`src/include/game_macros.svh`:
```
`ifndef GAME_MACROS_SVH
`define GAME_MACROS_SVH

// note and window geometry
`define NOTE_W 7
`define WINDOW_NOTES 5

// external song rom
`define ROM_DATA_W 8
`define ROM_ADDR_W 10
`define SONG_STRIDE 250 // rom words between song starts

`define SCORE_W 12

// special note codes
`define END_NOTE 7'd124
`define REST_NOTE 7'd127

// default periods in clock cycles
`define DEF_NOTE_PERIOD 25_000_000
`define DEF_NOTE_HOLD 25_000_000
`define DEF_SCORE_INTERVAL 10_000_000

`endif
```
`src/logic/game_pkg.sv`:
```
`include "game_macros.svh"

package game_pkg;

    typedef enum logic [3:0] {
        ST_IDLE = 4'd0,
        ST_SONG_SELECT = 4'd2,
        ST_PLAY = 4'd3,
        ST_LEARN = 4'd4,
        ST_FINISH = 4'd5
    } game_state_e;

    typedef enum logic [1:0] {
        TYPE_LEARN = 2'd2,
        TYPE_PLAY = 2'd3
    } game_type_e;

    typedef logic [1:0] song_choice_t;

    typedef enum logic [2:0] {
        VGA_MAIN_MENU = 3'd0,
        VGA_BASIC_SONG_MENU = 3'd3,
        VGA_CUSTOM_SONG_MENU = 3'd4,
        VGA_LEARN = 3'd5,
        VGA_GAME = 3'd6
    } vga_mode_e;

    typedef logic [`NOTE_W-1:0] note_t;

    // element 4 is the head note, element 0 the newest one
    typedef union packed {
        logic [`WINDOW_NOTES*`NOTE_W-1:0] flat;
        note_t [`WINDOW_NOTES-1:0] notes;
    } note_window_u;

endpackage

```
`src/logic/note_stream_if.sv`:
```
`timescale 1ns/100ps

interface note_stream_if;

    logic start; // one cycle, song begins
    game_pkg::song_choice_t song_choice;
    logic learn; // latched game type
    game_pkg::note_window_u window;
    logic shift; // window just changed
    logic advance; // learn mode step

    modport ctrl (output start, input window, input learn);

    modport cfg (input start, output song_choice, output learn);

    modport fetch (
        input start,
        input song_choice,
        input learn,
        input advance,
        output window,
        output shift
    );

    modport judge (input window, output advance);

endinterface

```
`src/logic/game_top.sv`:
```
`timescale 1ns/100ps
`include "game_macros.svh"

module game_top #(
    parameter int note_period = `DEF_NOTE_PERIOD,
    parameter int note_hold = `DEF_NOTE_HOLD,
    parameter int score_interval = `DEF_SCORE_INTERVAL
) (
    input  logic clk_in,
    input  logic rst_in,
    input  logic game_on,
    input  logic btnu,
    input  logic btnd,
    input  logic btnc,
    input  game_pkg::note_t keyboard_note,
    input  logic [1:0] game_type_in,
    input  logic custom_song_activated,
    input  logic [`ROM_DATA_W-1:0] rom_data,
    output game_pkg::vga_mode_e vga_mode,
    output game_pkg::song_choice_t menu_select,
    output logic [`WINDOW_NOTES*`NOTE_W-1:0] current_notes,
    output logic [`SCORE_W-1:0] current_score,
    output logic [`SCORE_W-1:0] current_max_score,
    output logic shifting_out,
    output logic [`ROM_ADDR_W-1:0] rom_addr
);

    game_pkg::game_state_e state;

    note_stream_if ns ();

    game_fsm u_fsm (
        .clk_in(clk_in),
        .rst_in(rst_in),
        .game_on(game_on),
        .btnc(btnc),
        .custom_song_activated(custom_song_activated),
        .ns(ns.ctrl),
        .state(state),
        .vga_mode(vga_mode)
    );

    session_regs u_session (
        .clk_in(clk_in),
        .rst_in(rst_in),
        .game_on(game_on),
        .game_type_in(game_type_in),
        .menu_choice(menu_select),
        .ns(ns.cfg)
    );

    song_menu u_menu (
        .clk_in(clk_in),
        .rst_in(rst_in),
        .btnu(btnu),
        .btnd(btnd),
        .custom_song_activated(custom_song_activated),
        .choice(menu_select)
    );

    note_fetcher #(.note_period(note_period)) u_fetcher (
        .clk_in(clk_in),
        .rst_in(rst_in),
        .ns(ns.fetch),
        .rom_addr(rom_addr),
        .rom_data(rom_data)
    );

    note_judge #(.score_interval(score_interval), .note_hold(note_hold)) u_judge (
        .clk_in(clk_in),
        .rst_in(rst_in),
        .keyboard_note(keyboard_note),
        .state(state),
        .ns(ns.judge),
        .score(current_score),
        .max_score(current_max_score)
    );

    assign current_notes = ns.window.flat; // flat view for the display
    assign shifting_out = ns.shift;

endmodule

```
`src/logic/note_judge.sv`:
```
`timescale 1ns/100ps
`include "game_macros.svh"

module note_judge #(
    parameter int score_interval = `DEF_SCORE_INTERVAL,
    parameter int note_hold = `DEF_NOTE_HOLD
) (
    input  logic clk_in,
    input  logic rst_in,
    input  game_pkg::note_t keyboard_note,
    input  game_pkg::game_state_e state,
    note_stream_if.judge ns,
    output logic [`SCORE_W-1:0] score,
    output logic [`SCORE_W-1:0] max_score
);

    localparam int INTERVAL_W = $clog2(score_interval + 1);
    localparam int HOLD_W = $clog2(note_hold + 1);

    game_pkg::game_state_e prev_state;
    game_pkg::note_t head;
    game_pkg::note_t prev_note;
    logic [INTERVAL_W-1:0] score_cnt;
    logic [HOLD_W-1:0] hold_cnt;
    logic game_entry;
    logic note_held;

    assign head = ns.window.notes[`WINDOW_NOTES-1];
    assign game_entry = (prev_state == game_pkg::ST_SONG_SELECT) &&
                        ((state == game_pkg::ST_PLAY) || (state == game_pkg::ST_LEARN));
    // correct note, unchanged since last cycle
    assign note_held = (state == game_pkg::ST_LEARN) && (keyboard_note == head) &&
                       (keyboard_note == prev_note) && (head != `END_NOTE);

    // play mode scoring
    always_ff @(posedge clk_in) begin
        if (rst_in) begin
            prev_state <= game_pkg::ST_IDLE;
            score <= '0;
            max_score <= '0;
            score_cnt <= '0;
        end else begin
            prev_state <= state;
            if (game_entry) begin
                score <= '0; // fresh song
                max_score <= '0;
                score_cnt <= '0;
            end else if (state == game_pkg::ST_PLAY) begin
                if (score_cnt == INTERVAL_W'(score_interval - 1)) begin
                    score_cnt <= '0;
                    max_score <= max_score + 1'b1;
                    score <= score + ((keyboard_note == head) ? 1'b1 : 1'b0);
                end else begin
                    score_cnt <= score_cnt + 1'b1;
                end
            end else begin
                score_cnt <= '0;
            end
        end
    end

    // learn mode hold detection
    always_ff @(posedge clk_in) begin
        if (rst_in) begin
            prev_note <= '0;
            hold_cnt <= '0;
            ns.advance <= 1'b0;
        end else begin
            prev_note <= keyboard_note;
            ns.advance <= 1'b0;
            if (note_held) begin
                if (hold_cnt == HOLD_W'(note_hold - 1)) begin
                    ns.advance <= 1'b1;
                    hold_cnt <= '0; // next note needs its own hold
                end else begin
                    hold_cnt <= hold_cnt + 1'b1;
                end
            end else begin
                hold_cnt <= '0;
            end
        end
    end

endmodule

```
`src/logic/note_fetcher.sv`:
```
`timescale 1ns/100ps
`include "game_macros.svh"

module note_fetcher #(
    parameter int note_period = `DEF_NOTE_PERIOD
) (
    input  logic clk_in,
    input  logic rst_in,
    note_stream_if.fetch ns,
    output logic [`ROM_ADDR_W-1:0] rom_addr,
    input  logic [`ROM_DATA_W-1:0] rom_data
);

    localparam int PERIOD_W = $clog2(note_period + 1);
    localparam int PRELOAD_LAST = 2 * `WINDOW_NOTES; // address cycle, then two per note

    game_pkg::note_window_u window;
    game_pkg::note_t fetched_note;
    logic [PERIOD_W-1:0] period_cnt;
    logic [3:0] preload_cnt;
    logic preloading;
    logic running; // a song has been started
    logic end_seen;
    logic do_shift;

    // everything after the end marker reads as a rest
    assign fetched_note = end_seen ? `REST_NOTE : rom_data[`NOTE_W-1:0];

    always_comb begin
        if (!running) begin
            do_shift = 1'b0;
        end else if (preloading) begin
            do_shift = (preload_cnt != 4'd0) && !preload_cnt[0]; // even counts carry rom data
        end else if (ns.learn) begin
            do_shift = ns.advance;
        end else begin
            do_shift = (period_cnt == PERIOD_W'(note_period - 1));
        end
    end

    always_ff @(posedge clk_in) begin
        if (rst_in) begin
            window <= '0;
            rom_addr <= '0;
            period_cnt <= '0;
            preload_cnt <= '0;
            preloading <= 1'b0;
            running <= 1'b0;
            end_seen <= 1'b0;
            ns.shift <= 1'b0;
        end else if (ns.start) begin
            window.flat <= '0;
            period_cnt <= '0;
            preload_cnt <= '0;
            preloading <= 1'b1;
            running <= 1'b1;
            end_seen <= 1'b0;
            ns.shift <= 1'b0;
        end else begin
            ns.shift <= do_shift;
            if (preloading) begin
                preload_cnt <= preload_cnt + 4'd1;
                if (preload_cnt == 4'd0) begin
                    // song choice is latched by now
                    rom_addr <= `ROM_ADDR_W'(ns.song_choice * `SONG_STRIDE);
                end
                if (preload_cnt == 4'(PRELOAD_LAST)) begin
                    preloading <= 1'b0;
                end
            end
            if (do_shift) begin
                window.notes <= {window.notes[`WINDOW_NOTES-2:0], fetched_note};
                rom_addr <= rom_addr + 1'b1;
                if (fetched_note == `END_NOTE) begin
                    end_seen <= 1'b1;
                end
            end
            // period counter only matters in play
            if (preloading || do_shift || ns.learn) begin
                period_cnt <= '0;
            end else begin
                period_cnt <= period_cnt + 1'b1;
            end
        end
    end

    assign ns.window = window;

endmodule

```
`src/logic/song_menu.sv`:
```
`timescale 1ns/100ps

module song_menu (
    input  logic clk_in,
    input  logic rst_in,
    input  logic btnu,
    input  logic btnd,
    input  logic custom_song_activated,
    output game_pkg::song_choice_t choice
);

    game_pkg::song_choice_t top_choice;
    logic btnu_prev;
    logic btnd_prev;
    logic up_edge;
    logic down_edge;

    assign top_choice = custom_song_activated ? 2'd3 : 2'd2; // custom slot on top
    assign up_edge = btnu && !btnu_prev;
    assign down_edge = btnd && !btnd_prev;

    always_ff @(posedge clk_in) begin
        if (rst_in) begin
            btnu_prev <= 1'b0;
            btnd_prev <= 1'b0;
            choice <= '0;
        end else begin
            btnu_prev <= btnu;
            btnd_prev <= btnd;
            if (choice > top_choice) begin
                choice <= top_choice; // custom song went away
            end else if (up_edge && (choice < top_choice)) begin
                choice <= choice + 2'd1;
            end else if (down_edge && (choice != 2'd0)) begin
                choice <= choice - 2'd1;
            end
        end
    end

endmodule

```
`src/logic/session_regs.sv`:
```
`timescale 1ns/100ps

module session_regs (
    input  logic clk_in,
    input  logic rst_in,
    input  logic game_on,
    input  logic [1:0] game_type_in,
    input  game_pkg::song_choice_t menu_choice,
    note_stream_if.cfg ns
);

    always_ff @(posedge clk_in) begin
        if (rst_in) begin
            ns.learn <= 1'b0; // play
            ns.song_choice <= '0;
        end else begin
            // type is fixed once the game is on
            if (!game_on) begin
                ns.learn <= (game_type_in == game_pkg::TYPE_LEARN);
            end
            if (ns.start) begin
                ns.song_choice <= menu_choice; // cursor at the moment of the press
            end
        end
    end

endmodule

```
`src/logic/game_fsm.sv`:
```
`timescale 1ns/100ps
`include "game_macros.svh"

module game_fsm (
    input  logic clk_in,
    input  logic rst_in,
    input  logic game_on,
    input  logic btnc,
    input  logic custom_song_activated,
    note_stream_if.ctrl ns,
    output game_pkg::game_state_e state,
    output game_pkg::vga_mode_e vga_mode
);

    game_pkg::game_state_e next_state;
    logic song_end;

    // window still holds the previous song while start is high
    assign song_end = (ns.window.notes[`WINDOW_NOTES-1] == `END_NOTE) && !ns.start;

    always_comb begin
        next_state = state;
        if (!game_on) begin
            next_state = game_pkg::ST_IDLE; // switched off, back to start
        end else begin
            case (state)
                game_pkg::ST_IDLE: begin
                    if (!btnc) begin
                        next_state = game_pkg::ST_SONG_SELECT;
                    end
                end
                game_pkg::ST_SONG_SELECT: begin
                    if (btnc) begin
                        next_state = ns.learn ? game_pkg::ST_LEARN : game_pkg::ST_PLAY;
                    end
                end
                game_pkg::ST_PLAY, game_pkg::ST_LEARN: begin
                    if (song_end) begin
                        next_state = game_pkg::ST_FINISH;
                    end
                end
                default: next_state = game_pkg::ST_IDLE; // finish lasts one cycle
            endcase
        end
    end

    always_ff @(posedge clk_in) begin
        if (rst_in) begin
            state <= game_pkg::ST_IDLE;
            ns.start <= 1'b0;
        end else begin
            state <= next_state;
            ns.start <= game_on && btnc && (state == game_pkg::ST_SONG_SELECT);
        end
    end

    // display mode
    always_comb begin
        case (state)
            game_pkg::ST_SONG_SELECT: begin
                vga_mode = custom_song_activated ? game_pkg::VGA_CUSTOM_SONG_MENU
                                                 : game_pkg::VGA_BASIC_SONG_MENU;
            end
            game_pkg::ST_PLAY: vga_mode = game_pkg::VGA_GAME;
            game_pkg::ST_LEARN: vga_mode = game_pkg::VGA_LEARN;
            default: vga_mode = game_pkg::VGA_MAIN_MENU;
        endcase
    end

endmodule

```
`config.mk`:
```
export PLATFORM = sky130hd
export DESIGN_NAME = game_top
export DESIGN_NICKNAME = d
export VERILOG_FILES = /design/src/logic/game_pkg.sv /design/src/logic/note_stream_if.sv /design/src/logic/game_top.sv /design/src/logic/note_judge.sv /design/src/logic/note_fetcher.sv /design/src/logic/song_menu.sv /design/src/logic/session_regs.sv /design/src/logic/game_fsm.sv
export VERILOG_INCLUDE_DIRS = /design/src /design/src/include
export SDC_FILE = /design/constraint.sdc
export NUM_CORES = 1
export LEC_CHECK = 0
export BUFFER_PORTS_ARGS = -buffer_cell sky130_fd_sc_hd__buf_4
export CORE_MARGIN = 2
export CORE_UTILIZATION = 50
export CTS_CLUSTER_DIAMETER = 40
export DETAILED_ROUTE_END_ITERATION = 8
export GPL_ROUTABILITY_DRIVEN = 0
export PLACE_DENSITY = 0.73
export REMOVE_ABC_BUFFERS = 1
export SKIP_LAST_GASP = 1
export SYNTH_ARGS = -nofsm -noshare
export SYNTH_HDL_FRONTEND = slang
export SYNTH_SLANG_ARGS = --single-unit
export TNS_END_PERCENT = 50
```
`constraint.sdc`:
```
create_clock -name clk_in -period 4.6 [get_ports clk_in]
set_input_delay 0.23 -clock clk_in [delete_from_list [all_inputs] [get_ports clk_in]]
set_output_delay 0.23 -clock clk_in [all_outputs]
set_load 0.01 [all_outputs]
```
# Yosys cells after proc, flatten, opt, wreduce, memory -nomap -nowiden
# Cells that the tools add are included.
# word_totals
register_bits	175
in_bits	24
output_inout_bits	75
# classes
addsub	9
n_mul	1
order_cmp	2
eq_ne	17
n_mux	23
n_bitwise	4
reduce_logical	38
# ops
cell	n
adder 25 x 1 -> 25 bit, second input constant	2
equality test 25 bit, second input constant	2
two-way mux 10 bit	3
adder 24 x 1 -> 24 bit, second input constant	1
equality test 24 bit, second input constant	1
equality test 7 bit	2
equality test 7 bit, second input constant	2
adder 12 x 1 -> 12 bit, second input constant	1
adder 12 bit	1
equality test 4 x 2 -> 1 bit, second input constant	3
logical AND 1 bit	12
two-way mux 4 bit	3
one-hot mux 4 bit (3 select lines)	1
adder 10 x 1 -> 10 bit, second input constant	1
OR reduction 2 bit	5
multiplier 2 x 7 -> 9 bit, second input constant	1
two-way mux 1 bit	9
one-hot mux 3 bit (3 select lines)	1
zero test 4 bit	2
two-way mux 7 bit	1
inequality test 7 bit, second input constant	1
two-way mux 2 bit	3
two-way mux 3 bit	2
AND reduction 3 bit	2
other kinds (19)	32

# Logic depth before layout (Yosys ltp)
# Gate-level depths: netlist of the first run.
# depth
depth_word	7
depth_mapped	10

# Hierarchy
# Synthesis of the first run repeated with hierarchy kept, for this count alone.
# hier_totals
hier_cells	921
area_unflattened_um2	7851.3
# modules_own_cells
module	n_inst	cells_per_inst	area_per_inst_um2
note_judge	1	448	3886.2
note_fetcher	1	409	3389.5
game_fsm	1	31	255.2
song_menu	1	23	215.2
session_regs	1	10	105.1

# Worst setup path after synthesis of the first run
# OpenSTA, ideal clock, no wires.
# synth_timing
path_kind	reg2reg
from	register u_judge.score_cnt[0]
to	register u_judge.score[10]
setup_time_ps	70
arrival_ps	2246
required_ps	4530
slack_ps	2285
path_stages_with_launch	9
n_path_buf	2
synth_period_minus_slack_ps	2315
path_cell_list	dfxtp_1 > ha_1 > nand2_1 > or4_4 > buf_6 > or2_1 > buf_6 > or4_1 > a21oi_1
# synth_via
elab_chain_cells	2
# synth_lines
item	line	source
start, declared	note_judge.sv:23	logic [INTERVAL_W-1:0] score_cnt;
start signal, assigned	note_judge.sv:54	score_cnt <= score_cnt + 1'b1;
equality test 24 bit	note_judge.sv:49	if (score_cnt == INTERVAL_W'(score_interval - 1)) begin
AND reduction 2 bit (no line)	n/a	
end signal, assigned	note_judge.sv:52	score <= score + ((keyboard_note == head) ? 1'b1 : 1'b0);
end, declared	note_judge.sv:13	output logic [`SCORE_W-1:0] score,
# No other way between the ends.
# A chain may end at the register's enable or synchronous reset.

# Worst setup path after layout of the first run
# layout_timing
from	register u_fetcher.window (netlist bit u_fetcher.ns.window[28])
to	register u_judge.score[10]
# layout_via
elab_chain_cells	3
# layout_lines
item	line	source
start, declared	note_fetcher.sv:17	game_pkg::note_window_u window;
equality test 7 bit	note_judge.sv:52	
two-way mux 1 bit	note_judge.sv:52	
adder 12 bit	note_judge.sv:52	
# No other way between the ends.

==> qor.log, run 1 <==
[critical_path] endpoint kind of the worst setup timing path flop
[clocking] number of clock sinks seen by CTS 173
[placed_design] Port-buffer cells 97
[floorplanning] top-level port count 99
[clocking] CTS clk-pin slew, worst paths 0.06 ns
[synthesis] synthesis warning total 0
[clocking] deepest clock path buffer count 2
[clocking] Hold Buf Count CTS 0
[hold_path] path type of the worst min-delay path in2reg
[routing] Detailed Routing Iterations Pass 1 4
[clocking] clock root cell sky130_fd_sc_hd__clkbuf_16
[clocking] total CTS buffers 17
[critical_path] Crit path required time 4.95 ns
[sta] remaining max-slew budget at the tightest pin 32.0%
[critical_path] top fanout value on the critical path 5
[floorplanning] vertical extent of the die 129 microns
[critical_path] sort of element at the start of the critical path flop
[synthesis] Unique masters post-synth 56
[global_routing] global-route wire length before repair 26.3 mm
[synthesis] number of flops mapped to enable cells by yosys 0
[placed_design] post-DP HPWL 10.9 mm
[status] result of the run finished clean
[cells_and_area] multi-input logic area 0.00402 sq mm
[clocking] source-to-sink clock delay at the later pin of the worst-skew pair 0.42 ns
[synthesis] Async S/R FF share, synth 0%
[job] Max Cap Viol 0
[synthesis] dominant cell by count in the synthesized netlist sky130_fd_sc_hd__dfxtp_1
[cells_and_area] count of antenna diodes in the layout 0
[clocking] TritonCTS clock tree built
[floorplanning] row count 45
[synthesis] sequential fraction of the synthesis area 44.5%
[sta] final clock skew 0.00674 ns
[power_and_ir_drop] pwr/cell area 329 mW/mm^2
[floorplanning] core region area 0.0152 sq mm
[routing] number of design-rule violations left by the first detailed-router iteration 341
[global_routing] antenna violations before repair 0
[cells_and_area] number of fillers in the final layout 1328
[cells_and_area] layout overhead on the synthesized area 17.8%
[power_and_ir_drop] worst vdd ir 0.000278 V
[floorplanning] Chip Width 129 microns
[cells_and_area] share of layout cells above drive strength 1 14.0%
[synthesis] leading post-synthesis cells by cell area sky130_fd_sc_hd__dfxtp_1, sky130_fd_sc_hd__nor2_1, sky130_fd_sc_hd__xnor2_1
[critical_path] class of the most critical setup path reg2reg
[synthesis] Most used DFF post-synth sky130_fd_sc_hd__dfxtp_1
[synthesis] share of the synthesized area in the top cell type 44.5%
[hold_path] Hold Path Cell Cnt 2
[floorplanning] area of the die 0.0166 sq mm
[global_routing] largest net degree at the start of global routing 59
[synthesis] cell types with the highest counts after synthesis sky130_fd_sc_hd__dfxtp_1, sky130_fd_sc_hd__nor2_1, sky130_fd_sc_hd__nand2_1
[sta] RSZ-0062 raised after global routing no
[placed_design] DP Area 0.00860 sq mm
[clocking] number of buffers inserted to repair setup after CTS 0
[cells_and_area] final layout net count 1028
[cells_and_area] total non-filler cell area in the finished layout 0.00916 sq mm
[routing] via/cell ratio 5.40
[global_routing] global router's overall resource usage 19.5%
[synthesis] library cell occupying the most area in the post-synthesis netlist sky130_fd_sc_hd__dfxtp_1
[sta] Setup Total Neg Slack 0 ns
[sta] setup-violating endpoint count in the final report 0
[routing] total via count in the routed design 6407
[synthesis] flip-flop and latch count after synthesis 173
[clocking] Max H-tree Level 4
[routing] number of nets with antenna violations after detailed routing 0
[floorplanning] initial core utilization 51.2%
[power_and_ir_drop] Lkg Pwr 3.21 nW
[synthesis] Syn Area/Cell 8.51 sq um
[global_routing] number of global-route vias before repair 5765
[sta] Pins Over Slew Limit 0
[routing] final wirelength 16.0 mm
[sta] Final Hold Vio Count 0
[clocking] post-CTS resize count 0
[synthesis] total standard cell area after synthesis 0.00778 sq mm
[sta] shortest period the worst path allows 2.79 ns
[cells_and_area] sequential cell area 0.00346 sq mm
[sta] slew at the pin closest to its max-slew limit 1.02 ns
[cells_and_area] utilization of the core after routing 60.3%
[routing] Avg WL per Cell 13.5 microns
[global_routing] Congestion Overflow GR 0
[critical_path] cells on worst reg2reg path 8
[sta] maximum clock rate 359 MHz
[routing] post-detailed-route DRC marker count 0
[critical_path] Arrival @ worst endpoint 3.14 ns
[sta] share of the clock period used by the worst path 60.6%
[synthesis] Synth Instances 914
metal layers:
layer | part of all wire, % | wire (microns) | vias to the layer above | global-route usage, %
li1 | - | - | 3286 | -
met5 | 0 | 0 | - | 0
met2 | 46 | 7430 | 112 | 31.8
met1 | 46 | 7390 | 2988 | 24.0
met4 | 1.4 | 230 | 0 | 6.07
met3 | 6.1 | 985 | 21 | 7.28
stage by stage:
step / power, W / instances / worst slack, ns / hold WS (ns)
finish: 0.00301 / 1187 / 1.81 / 0.0355
global route: 0.00312 / 1187 / 1.75 / 0.0447
global placement: 0.00164 / 1159 / 1.95 / 0.430
floorplan: 0.00160 / 871 / 1.76 / 0.297
CTS: 0.00304 / 1187 / 1.85 / 0.0224
detailed placement: 0.00164 / 1159 / 1.90 / 0.439
cell families after synthesis:
family / count (synthesis) / synth area share [%]
adder cells (fa/ha/maj): 14 / 2.25
multiplexers: 20 / 2.61
buffers and inverters: 76 / 3.94
AO/OA/AOI/OAI: 100 / 8.57
XOR/XNOR: 92 / 10.4
flip-flops: 173 / 44.5
AND/OR/NAND/NOR: 439 / 27.7
power by group:
| part | leakage (nW) | total [W] | internal, W | switching (W) |
|---|---|---|---|---|
| clock network | 0.273 | 0.00141 | 0.000852 | 0.000554 |
| logic | 1.54 | 0.0000890 | 0.0000381 | 0.0000509 |
| registers | 1.40 | 0.00152 | 0.00151 | 0.0000109 |
| total | 3.21 | 0.00301 | 0.00240 | 0.000615 |
cell usage in the layout (no fill, tap or decap), drive strengths merged, types with 23 or more instances in the layout:
master	Yosys	final
nand2	111	111
nand3	35	35
dfxtp	173	173
a21oi	45	45
buf	7	100
xnor2	51	51
inv	33	33
nor2	136	136
xor2	41	41
nor3	23	23
path summary, 6_finish.rpt:
kind,from,slack (ns),end
setup / recovery,u_fetcher.ns.window[28],1.81,u_judge.score[10]
hold / removal,btnd,0.04,u_menu.btnd_prev
setup reg to reg,u_fetcher.ns.window[28],1.81,u_judge.score[10]
hold reg to reg,u_judge.score_cnt[0],0.45,u_judge.score_cnt[0]
layout make-up:
class / instances / share of cell area (%)
clock buffers: 20 / 4.87
clock inverters: 8 / 1.31
inverters: 33 / 1.35
multi-input cells: 665 / 43.9
flip-flops and latches: 173 / 37.8
well taps: 188 / 2.57
repair buffers: 100 / 8.19
flip-flops by register name (all words and copies together) (netlist names), 4 cells and up:
| register | cells |
|---|---|
| u_fetcher.preload_cnt | 4 |
| u_judge.max_score | 12 |
| u_judge.hold_cnt | 25 |
| u_judge.score_cnt | 24 |
| u_fetcher.rom_addr | 10 |
| u_judge.prev_note | 7 |
| u_fetcher.ns.window | 35 |
| u_judge.score | 12 |
| u_fetcher.period_cnt | 25 |
worst max-delay path, stage by stage, from the launching register on:
cell and delay, ns:
sky130_fd_sc_hd__dfxtp_1 0.41, sky130_fd_sc_hd__xnor2_1 0.14, sky130_fd_sc_hd__nand4_1 0.10, sky130_fd_sc_hd__nor4_1 0.65, sky130_fd_sc_hd__ha_1 0.35, sky130_fd_sc_hd__ha_1 0.22
sky130_fd_sc_hd__nand3_1 0.15, sky130_fd_sc_hd__or4_1 0.53, sky130_fd_sc_hd__a21oi_1 0.15
(Power assumes the default switching activity.)
==> inputs of run 2 (changes only) <==
Settings changed: PLACE_DENSITY 0.73 to 0.76.
Clock period 4.6 ns to 2.4 ns, I/O delays scaled along.
==> qor.log, run 2 (synthesized netlist as in run 1, its figures left out) <==
[sta] shortest period the worst path allows 2.29 ns
[routing] post-detailed-route DRC marker count 0 [unchanged]
[clocking] TritonCTS clock tree built
[power_and_ir_drop] P_sw 0.00124 W [+100%]
[cells_and_area] largest registers u_fetcher.ns.window x35, u_fetcher.period_cnt x25, u_judge.hold_cnt x25
[sta] maximum clock rate 438 MHz
[critical_path] top fanout value on the critical path 4 [-1]
[critical_path] worst-path cell with the longest stage delay sky130_fd_sc_hd__dlygate4sd3_1
[cells_and_area] largest register by flop count u_fetcher.ns.window
[floorplanning] Chip Width 129 microns [unchanged]
[cells_and_area] most common cell after layout, fill and taps aside sky130_fd_sc_hd__dfxtp_1
[clocking] number of buffers inserted to repair setup after CTS 0 [unchanged]
[critical_path] Arrival @ worst endpoint 2.64 ns [-0.50 ns]
[floorplanning] vertical extent of the die 129 microns [unchanged]
[placed_design] post-DP HPWL 11.3 mm [+4.0%]
[power_and_ir_drop] clock network fraction of design power 46.9% [+0.3 points]
[critical_path] launch point of the worst reg-to-reg path u_fetcher.ns.window[30]
[floorplanning] area of the die 0.0166 sq mm [unchanged]
[hold_path] Hold Path Cell Cnt 3 [+1]
[cells_and_area] total non-filler cell area in the finished layout 0.00955 sq mm [+4.2%]
[global_routing] global router's overall resource usage 21.0% [+1.5 points]
[floorplanning] row count 45 [unchanged]
[cells_and_area] final layout net count 1066 [+3.7%]
[global_routing] number of global-route vias before repair 6119 [+6.1%]
[critical_path] number of buffer and inverter stages on the critical path 3 [+3]
[global_routing] antenna violations before repair 0 [unchanged]
[sta] share of the clock period used by the worst path 95.2%
[cells_and_area] utilization of the core after routing 62.8% [+2.5 points]
[critical_path] sort of element at the start of the critical path input pin
[critical_path] maximum single-stage delay on the critical path 0.54 ns [-0.11 ns]
[cells_and_area] layout overhead on the synthesized area 22.8%
[sta] Pins Over Slew Limit 0 [unchanged]
[power_and_ir_drop] proportion of power drawn by combinational gates 3.5% [+0.5 points]
[critical_path] Crit path required time 2.76 ns [-2.19 ns]
[critical_path] endpoint kind of the worst setup timing path flop
[routing] Detailed Routing Iterations Pass 1 6 [+2]
[placed_design] DP Area 0.00881 sq mm [+2.5%]
[floorplanning] initial core utilization 51.2% [unchanged]
[clocking] source-to-sink clock delay at the later pin of the worst-skew pair 0.43 ns [about the same]
[status] result of the run finished clean
[clocking] deepest clock path buffer count 2 [unchanged]
[job] Max Cap Viol 0 [unchanged]
[floorplanning] top-level port count 99 [unchanged]
[clocking] clock root cell sky130_fd_sc_hd__clkbuf_16
[clocking] Max H-tree Level 4 [unchanged]
[critical_path] Register-to-Register Setup Slack 0.14 ns [-1.67 ns]
[routing] final wirelength 16.7 mm [+4.3%]
[power_and_ir_drop] part of the power in registers 49.6% [-0.8 points]
[hold_path] launch point of the worst hold path rom_data[3]
[sta] slew at the pin closest to its max-slew limit 0.612 ns [-0.404 ns]
[sta] setup-violating endpoint count in the final report 0 [unchanged]
[routing] total via count in the routed design 6632 [+3.5%]
[cells_and_area] number of fillers in the final layout 1235 [-7.0%]
[routing] number of design-rule violations left by the first detailed-router iteration 411 [+21%]
[critical_path] delay-heaviest family, CP simple AND/OR/NAND/NOR gates
[critical_path] class of the most critical setup path in2reg
[clocking] CTS clk-pin slew, worst paths 0.06 ns [about the same]
[power_and_ir_drop] pwr/cell area 614 mW/mm^2 [+87%]
[critical_path] critical-path cell list dlygate4sd3_1 -> buf_4 -> xnor2_1 -> nand4_1 -> nor4_1 -> buf_4 -> ha_1 -> ha_1 -> nand3_1 -> or4_1 -> a21oi_1
[cells_and_area] max FFs per register 35 [unchanged]
[global_routing] Congestion Overflow GR 0 [unchanged]
[critical_path] cells on worst reg2reg path 9 [+1]
[clocking] number of clock sinks seen by CTS 173 [unchanged]
[cells_and_area] count of antenna diodes in the layout 0 [unchanged]
[clocking] total CTS buffers 17 [unchanged]
[power_and_ir_drop] worst vdd ir 0.000542 V [+95%]
[power_and_ir_drop] internal power of the cells 0.00463 W [+93%]
[sta] worst-case hold slack 0.0121 ns [-0.0234 ns]
[placed_design] Port-buffer cells 97 [unchanged]
[critical_path] critical register-to-register path endpoint u_judge.score[10]
[global_routing] global-route wire length before repair 28.4 mm [+8.0%]
[global_routing] largest net degree at the start of global routing 42 [-29%]
[routing] Avg WL per Cell 13.6 microns [+0.77%]
[sta] remaining max-slew budget at the tightest pin 58.8% [+27 points]
[hold_path] path type of the worst min-delay path in2reg
[power_and_ir_drop] Lkg Pwr 3.41 nW [+6.4%]
[floorplanning] core region area 0.0152 sq mm [unchanged]
[routing] number of nets with antenna violations after detailed routing 0 [unchanged]
[power_and_ir_drop] switching part of the total 21.1% [+0.69 points]
[cells_and_area] commonest non-fill, non-tap cells in the layout sky130_fd_sc_hd__dfxtp_1, sky130_fd_sc_hd__nor2_1, sky130_fd_sc_hd__buf_4
[sta] Final Hold Vio Count 0 [unchanged]
[cells_and_area] share of layout cells above drive strength 1 16.4% [+2.4 points]
[routing] via/cell ratio 5.40 [about the same]
[sta] Setup Total Neg Slack 0 ns [unchanged]
[sta] final clock skew 0.00640 ns [-0.000342 ns]
[hold_path] Endpoint, Worst Hold u_fetcher.ns.window[3]
[sta] RSZ-0062 raised after global routing yes
## run 2: worst max-delay path by stage
stage | startpoint | end | slack, ns | depth (start not counted)
CTS | u_fetcher.ns.window[30] | u_judge.score[10] | 0.1 | 9
floorplan | u_fetcher.preload_cnt[0] | u_fetcher.rom_addr[7] | -0.44 | 7
finish | keyboard_note[2] | u_judge.score[10] | 0.11 | 11
global route | u_fetcher.ns.window[31] | u_judge.score[10] | -0.03 | 9
detailed placement | u_fetcher.ns.window[30] | u_judge.score[10] | 0.13 | 9
global placement | u_judge.score_cnt[0] | u_judge.max_score[7] | 0.17 | 7
## run 2: what timing repair did
item,4_1_cts,5_1_grt
hold buffers,13,0
resized for setup,0,4
setup endpoints to repair,0,7
endpoints found under the hold margin,13,0
## run 2: tightest hold or removal path: stages
cell and delay [ns]:
sky130_fd_sc_hd__buf_4 0.11, sky130_fd_sc_hd__nor2_1 0.08, sky130_fd_sc_hd__a211oi_1 0.08
## run 2: final cells by class
type | count | area [sq um] | share of cell area [%]
multi-input combinational | 665 | 4040 | 42.3
inverter | 33 | 124 | 1.30
clock inverter | 9 | 110 | 1.15
tap | 188 | 235 | 2.46
sequential | 173 | 3460 | 36.3
timing repair buffer | 138 | 1090 | 11.5
clock buffer | 23 | 488 | 5.11
## run 2: layer usage
layer	up-vias	wire length (microns)	track usage [%]
li1	3371	-	-
met1	3082	7550	26.3
met2	158	7850	34.5
met3	21	1100	7.03
met4	0	235	6.46
met5	-	0	0
## run 2: power by group through the flow
stage | clock network [W] | registers, W | logic (W)
after global placement | 0 | 0.00297 | 0.000180
after global routing | 0.00293 | 0.00291 | 0.000225
after floorplan | 0 | 0.00297 | 0.0000936
final | 0.00275 | 0.00291 | 0.000203
after detailed placement | 0 | 0.00297 | 0.000184
after CTS | 0.00281 | 0.00291 | 0.000203
## run 2: metrics by stage
step,worst slack (ns),power [W],std cells
6_report,0.115,0.00587,1229
3_3_place_gp,0.173,0.00315,1184
3_5_place_dp,0.126,0.00316,1184
4_1_cts,0.0986,0.00592,1229
5_1_grt,-0.0298,0.00607,1229
2_1_floorplan,-0.445,0.00307,871
==> inputs of run 3 (changes only) <==
Clock period 2.4 ns to 2.1 ns, I/O delays scaled along.
==> qor.log, run 3 (synthesized netlist as in run 1, its figures left out) <==
[global_routing] global router's overall resource usage 21.5% [+0.51 points]
[routing] Avg WL per Cell 14.0 microns [+3.0%]
[cells_and_area] count of antenna diodes in the layout 0 [unchanged]
[critical_path] number of buffer and inverter stages on the critical path 3 [unchanged]
[sta] maximum clock rate 490 MHz
[global_routing] number of global-route vias before repair 6332 [+3.5%]
[critical_path] class of the most critical setup path in2reg
[power_and_ir_drop] worst vdd ir 0.000579 V [+6.9%]
[floorplanning] area of the die 0.0166 sq mm [unchanged]
[routing] number of nets with antenna violations after detailed routing 0 [unchanged]
[cells_and_area] largest registers u_fetcher.ns.window x35, u_fetcher.period_cnt x25, u_judge.hold_cnt x25
[power_and_ir_drop] overall power of the completed layout 0.00682 W [+16%]
[cells_and_area] max FFs per register 35 [unchanged]
[routing] final wirelength 17.8 mm [+6.3%]
[sta] Pins Over Slew Limit 0 [unchanged]
[clocking] deepest clock path buffer count 2 [unchanged]
[critical_path] maximum single-stage delay on the critical path 0.55 ns [about the same]
[clocking] Max H-tree Level 4 [unchanged]
[floorplanning] core region area 0.0152 sq mm [unchanged]
[routing] Detailed Routing Iterations Pass 1 5 [-1]
[power_and_ir_drop] pwr/cell area 677 mW/mm^2 [+10%]
[cells_and_area] final layout net count 1106 [+3.8%]
[critical_path] Crit path required time 2.47 ns [-0.29 ns]
[routing] total via count in the routed design 6855 [+3.4%]
[sta] remaining max-slew budget at the tightest pin 65.3% [+6.4 points]
[critical_path] endpoint kind of the worst setup timing path flop
[placed_design] Port-buffer cells 97 [unchanged]
[critical_path] critical-path cell list dlygate4sd3_1 -> buf_4 -> xor2_1 -> nor4_1 -> buf_4 -> ha_4 -> ha_4 -> nand3_2 -> nand2b_4 -> or3_1 -> a21oi_1
[floorplanning] top-level port count 99 [unchanged]
[clocking] clock root cell sky130_fd_sc_hd__clkbuf_16
[job] Max Cap Viol 0 [unchanged]
[global_routing] global-route wire length before repair 29.0 mm [+2.2%]
[routing] via/cell ratio 5.40 [+0.10%]
[routing] post-detailed-route DRC marker count 0 [unchanged]
[placed_design] DP Area 0.00907 sq mm [+3.0%]
[clocking] source-to-sink clock delay at the later pin of the worst-skew pair 0.43 ns [about the same]
[cells_and_area] total non-filler cell area in the finished layout 0.0101 sq mm [+5.5%]
[global_routing] Congestion Overflow GR 0 [unchanged]
[global_routing] antenna violations before repair 0 [unchanged]
[cells_and_area] largest register by flop count u_fetcher.ns.window
[cells_and_area] share of layout cells above drive strength 1 21.0% [+4.6 points]
[sta] final clock skew 0.00778 ns [+0.00138 ns]
[sta] setup-violating endpoint count in the final report 0 [unchanged]
[sta] share of the clock period used by the worst path 97.2%
[clocking] number of clock sinks seen by CTS 173 [unchanged]
[cells_and_area] most common cell after layout, fill and taps aside sky130_fd_sc_hd__dfxtp_1
[cells_and_area] commonest non-fill, non-tap cells in the layout sky130_fd_sc_hd__dfxtp_1, sky130_fd_sc_hd__buf_4, sky130_fd_sc_hd__nor2_1
[critical_path] top fanout value on the critical path 3 [-1]
[routing] number of design-rule violations left by the first detailed-router iteration 479 [+17%]
[sta] worst-case hold slack 0.00264 ns [-0.00944 ns]
[critical_path] delay-heaviest family, CP buffers and inverters
[global_routing] largest net degree at the start of global routing 42 [unchanged]
[power_and_ir_drop] Lkg Pwr 3.66 nW [+7.4%]
[sta] Final Hold Vio Count 0 [unchanged]
[cells_and_area] layout overhead on the synthesized area 29.5%
[floorplanning] row count 45 [unchanged]
[critical_path] sort of element at the start of the critical path input pin
[floorplanning] Chip Width 129 microns [unchanged]
[sta] slew at the pin closest to its max-slew limit 0.520 ns [-0.0922 ns]
[critical_path] Arrival @ worst endpoint 2.41 ns [-0.23 ns]
[floorplanning] initial core utilization 51.2% [unchanged]
[critical_path] worst-path cell with the longest stage delay sky130_fd_sc_hd__dlygate4sd3_1
[cells_and_area] utilization of the core after routing 66.3% [+3.5 points]
[clocking] TritonCTS clock tree built
[placed_design] post-DP HPWL 11.9 mm [+4.8%]
[status] result of the run finished clean
[floorplanning] vertical extent of the die 129 microns [unchanged]
[hold_path] path type of the worst min-delay path in2reg
[clocking] total CTS buffers 17 [unchanged]
[clocking] CTS clk-pin slew, worst paths 0.06 ns [about the same]
[sta] shortest period the worst path allows 2.04 ns
[run 3: cell types whose count changed in the layout (fill, tap and decap cells not counted), sizes merged]
cell,previous run,this run
buf,125,160
bufinv,2,3
clkbuf,23,20
clkinvlp,3,4
dlygate4sd3,13,17
inv,33,35
[run 3: layout make-up]
cell class | count | area (sq um)
fillers | 1224 | 5120
inverters | 33 | 124
well taps | 188 | 235
multi-input cells | 665 | 4170
flip-flops and latches | 173 | 3470
clock buffers | 19 | 443
clock inverters | 13 | 165
repair buffers | 178 | 1480
[run 3: worst reg2reg max path, stage by stage, from the launching register on]
cell and delay [ns]:
sky130_fd_sc_hd__dfxtp_2 0.36, sky130_fd_sc_hd__ha_4 0.14, sky130_fd_sc_hd__nand2_1 0.06, sky130_fd_sc_hd__or4_4 0.49, sky130_fd_sc_hd__or2_4 0.29, sky130_fd_sc_hd__or4_1 0.48, sky130_fd_sc_hd__a21oi_1 0.15
[run 3: path summary, 6_finish.rpt]
| check | slack [ns] | endpoint | cells past startpoint | start |
|---|---|---|---|---|
| max reg2reg | 0.07 | u_judge.score[10] | 6 | u_judge.score_cnt[0] |
| min reg2reg | 0.46 | u_judge.hold_cnt[0] | 1 | u_judge.hold_cnt[0] |
| min | 0.003 | u_fetcher.ns.window[6] | 3 | rom_data[6] |
| max | 0.06 | u_judge.score[8] | 11 | keyboard_note[6] |
[run 3: timing repair]
action | CTS | global route
resized for setup | 9 | 23
setup endpoints to repair | 10 | 100
endpoints found under the hold margin | 21 | 0
hold buffers | 17 | 0
setup buffers | 1 | 4
pin swaps | 3 | 5
cloned | 0 | 1
[run 3: metrics by stage]
step	setup slack, ns	TNS, ns	instances
2_1_floorplan	-0.745	-25.46	871
6_report	0.0580	0	1269
5_1_grt	-0.0227	-0.0606	1269
3_3_place_gp	-0.0807	-0.104	1214
4_1_cts	-0.0273	-0.0888	1264
3_5_place_dp	-0.116	-0.531	1214
[run 3: power breakdown]
| part | total, W | internal, W | switching, W |
|---|---|---|---|
| logic | 0.000260 | 0.000123 | 0.000137 |
| registers | 0.00332 | 0.00330 | 0.0000179 |
| clock network | 0.00324 | 0.00191 | 0.00133 |
[run 3: metal layers]
metal	share of wire (%)	GRT usage, %	wire length [microns]	vias to the layer above
li1	-	-	-	3455
met4	1.5	7.48	268	0
met3	5.7	6.82	1020	21
met5	0	0	0	-
met2	48	35.6	8510	173
met1	45	26.6	7990	3206
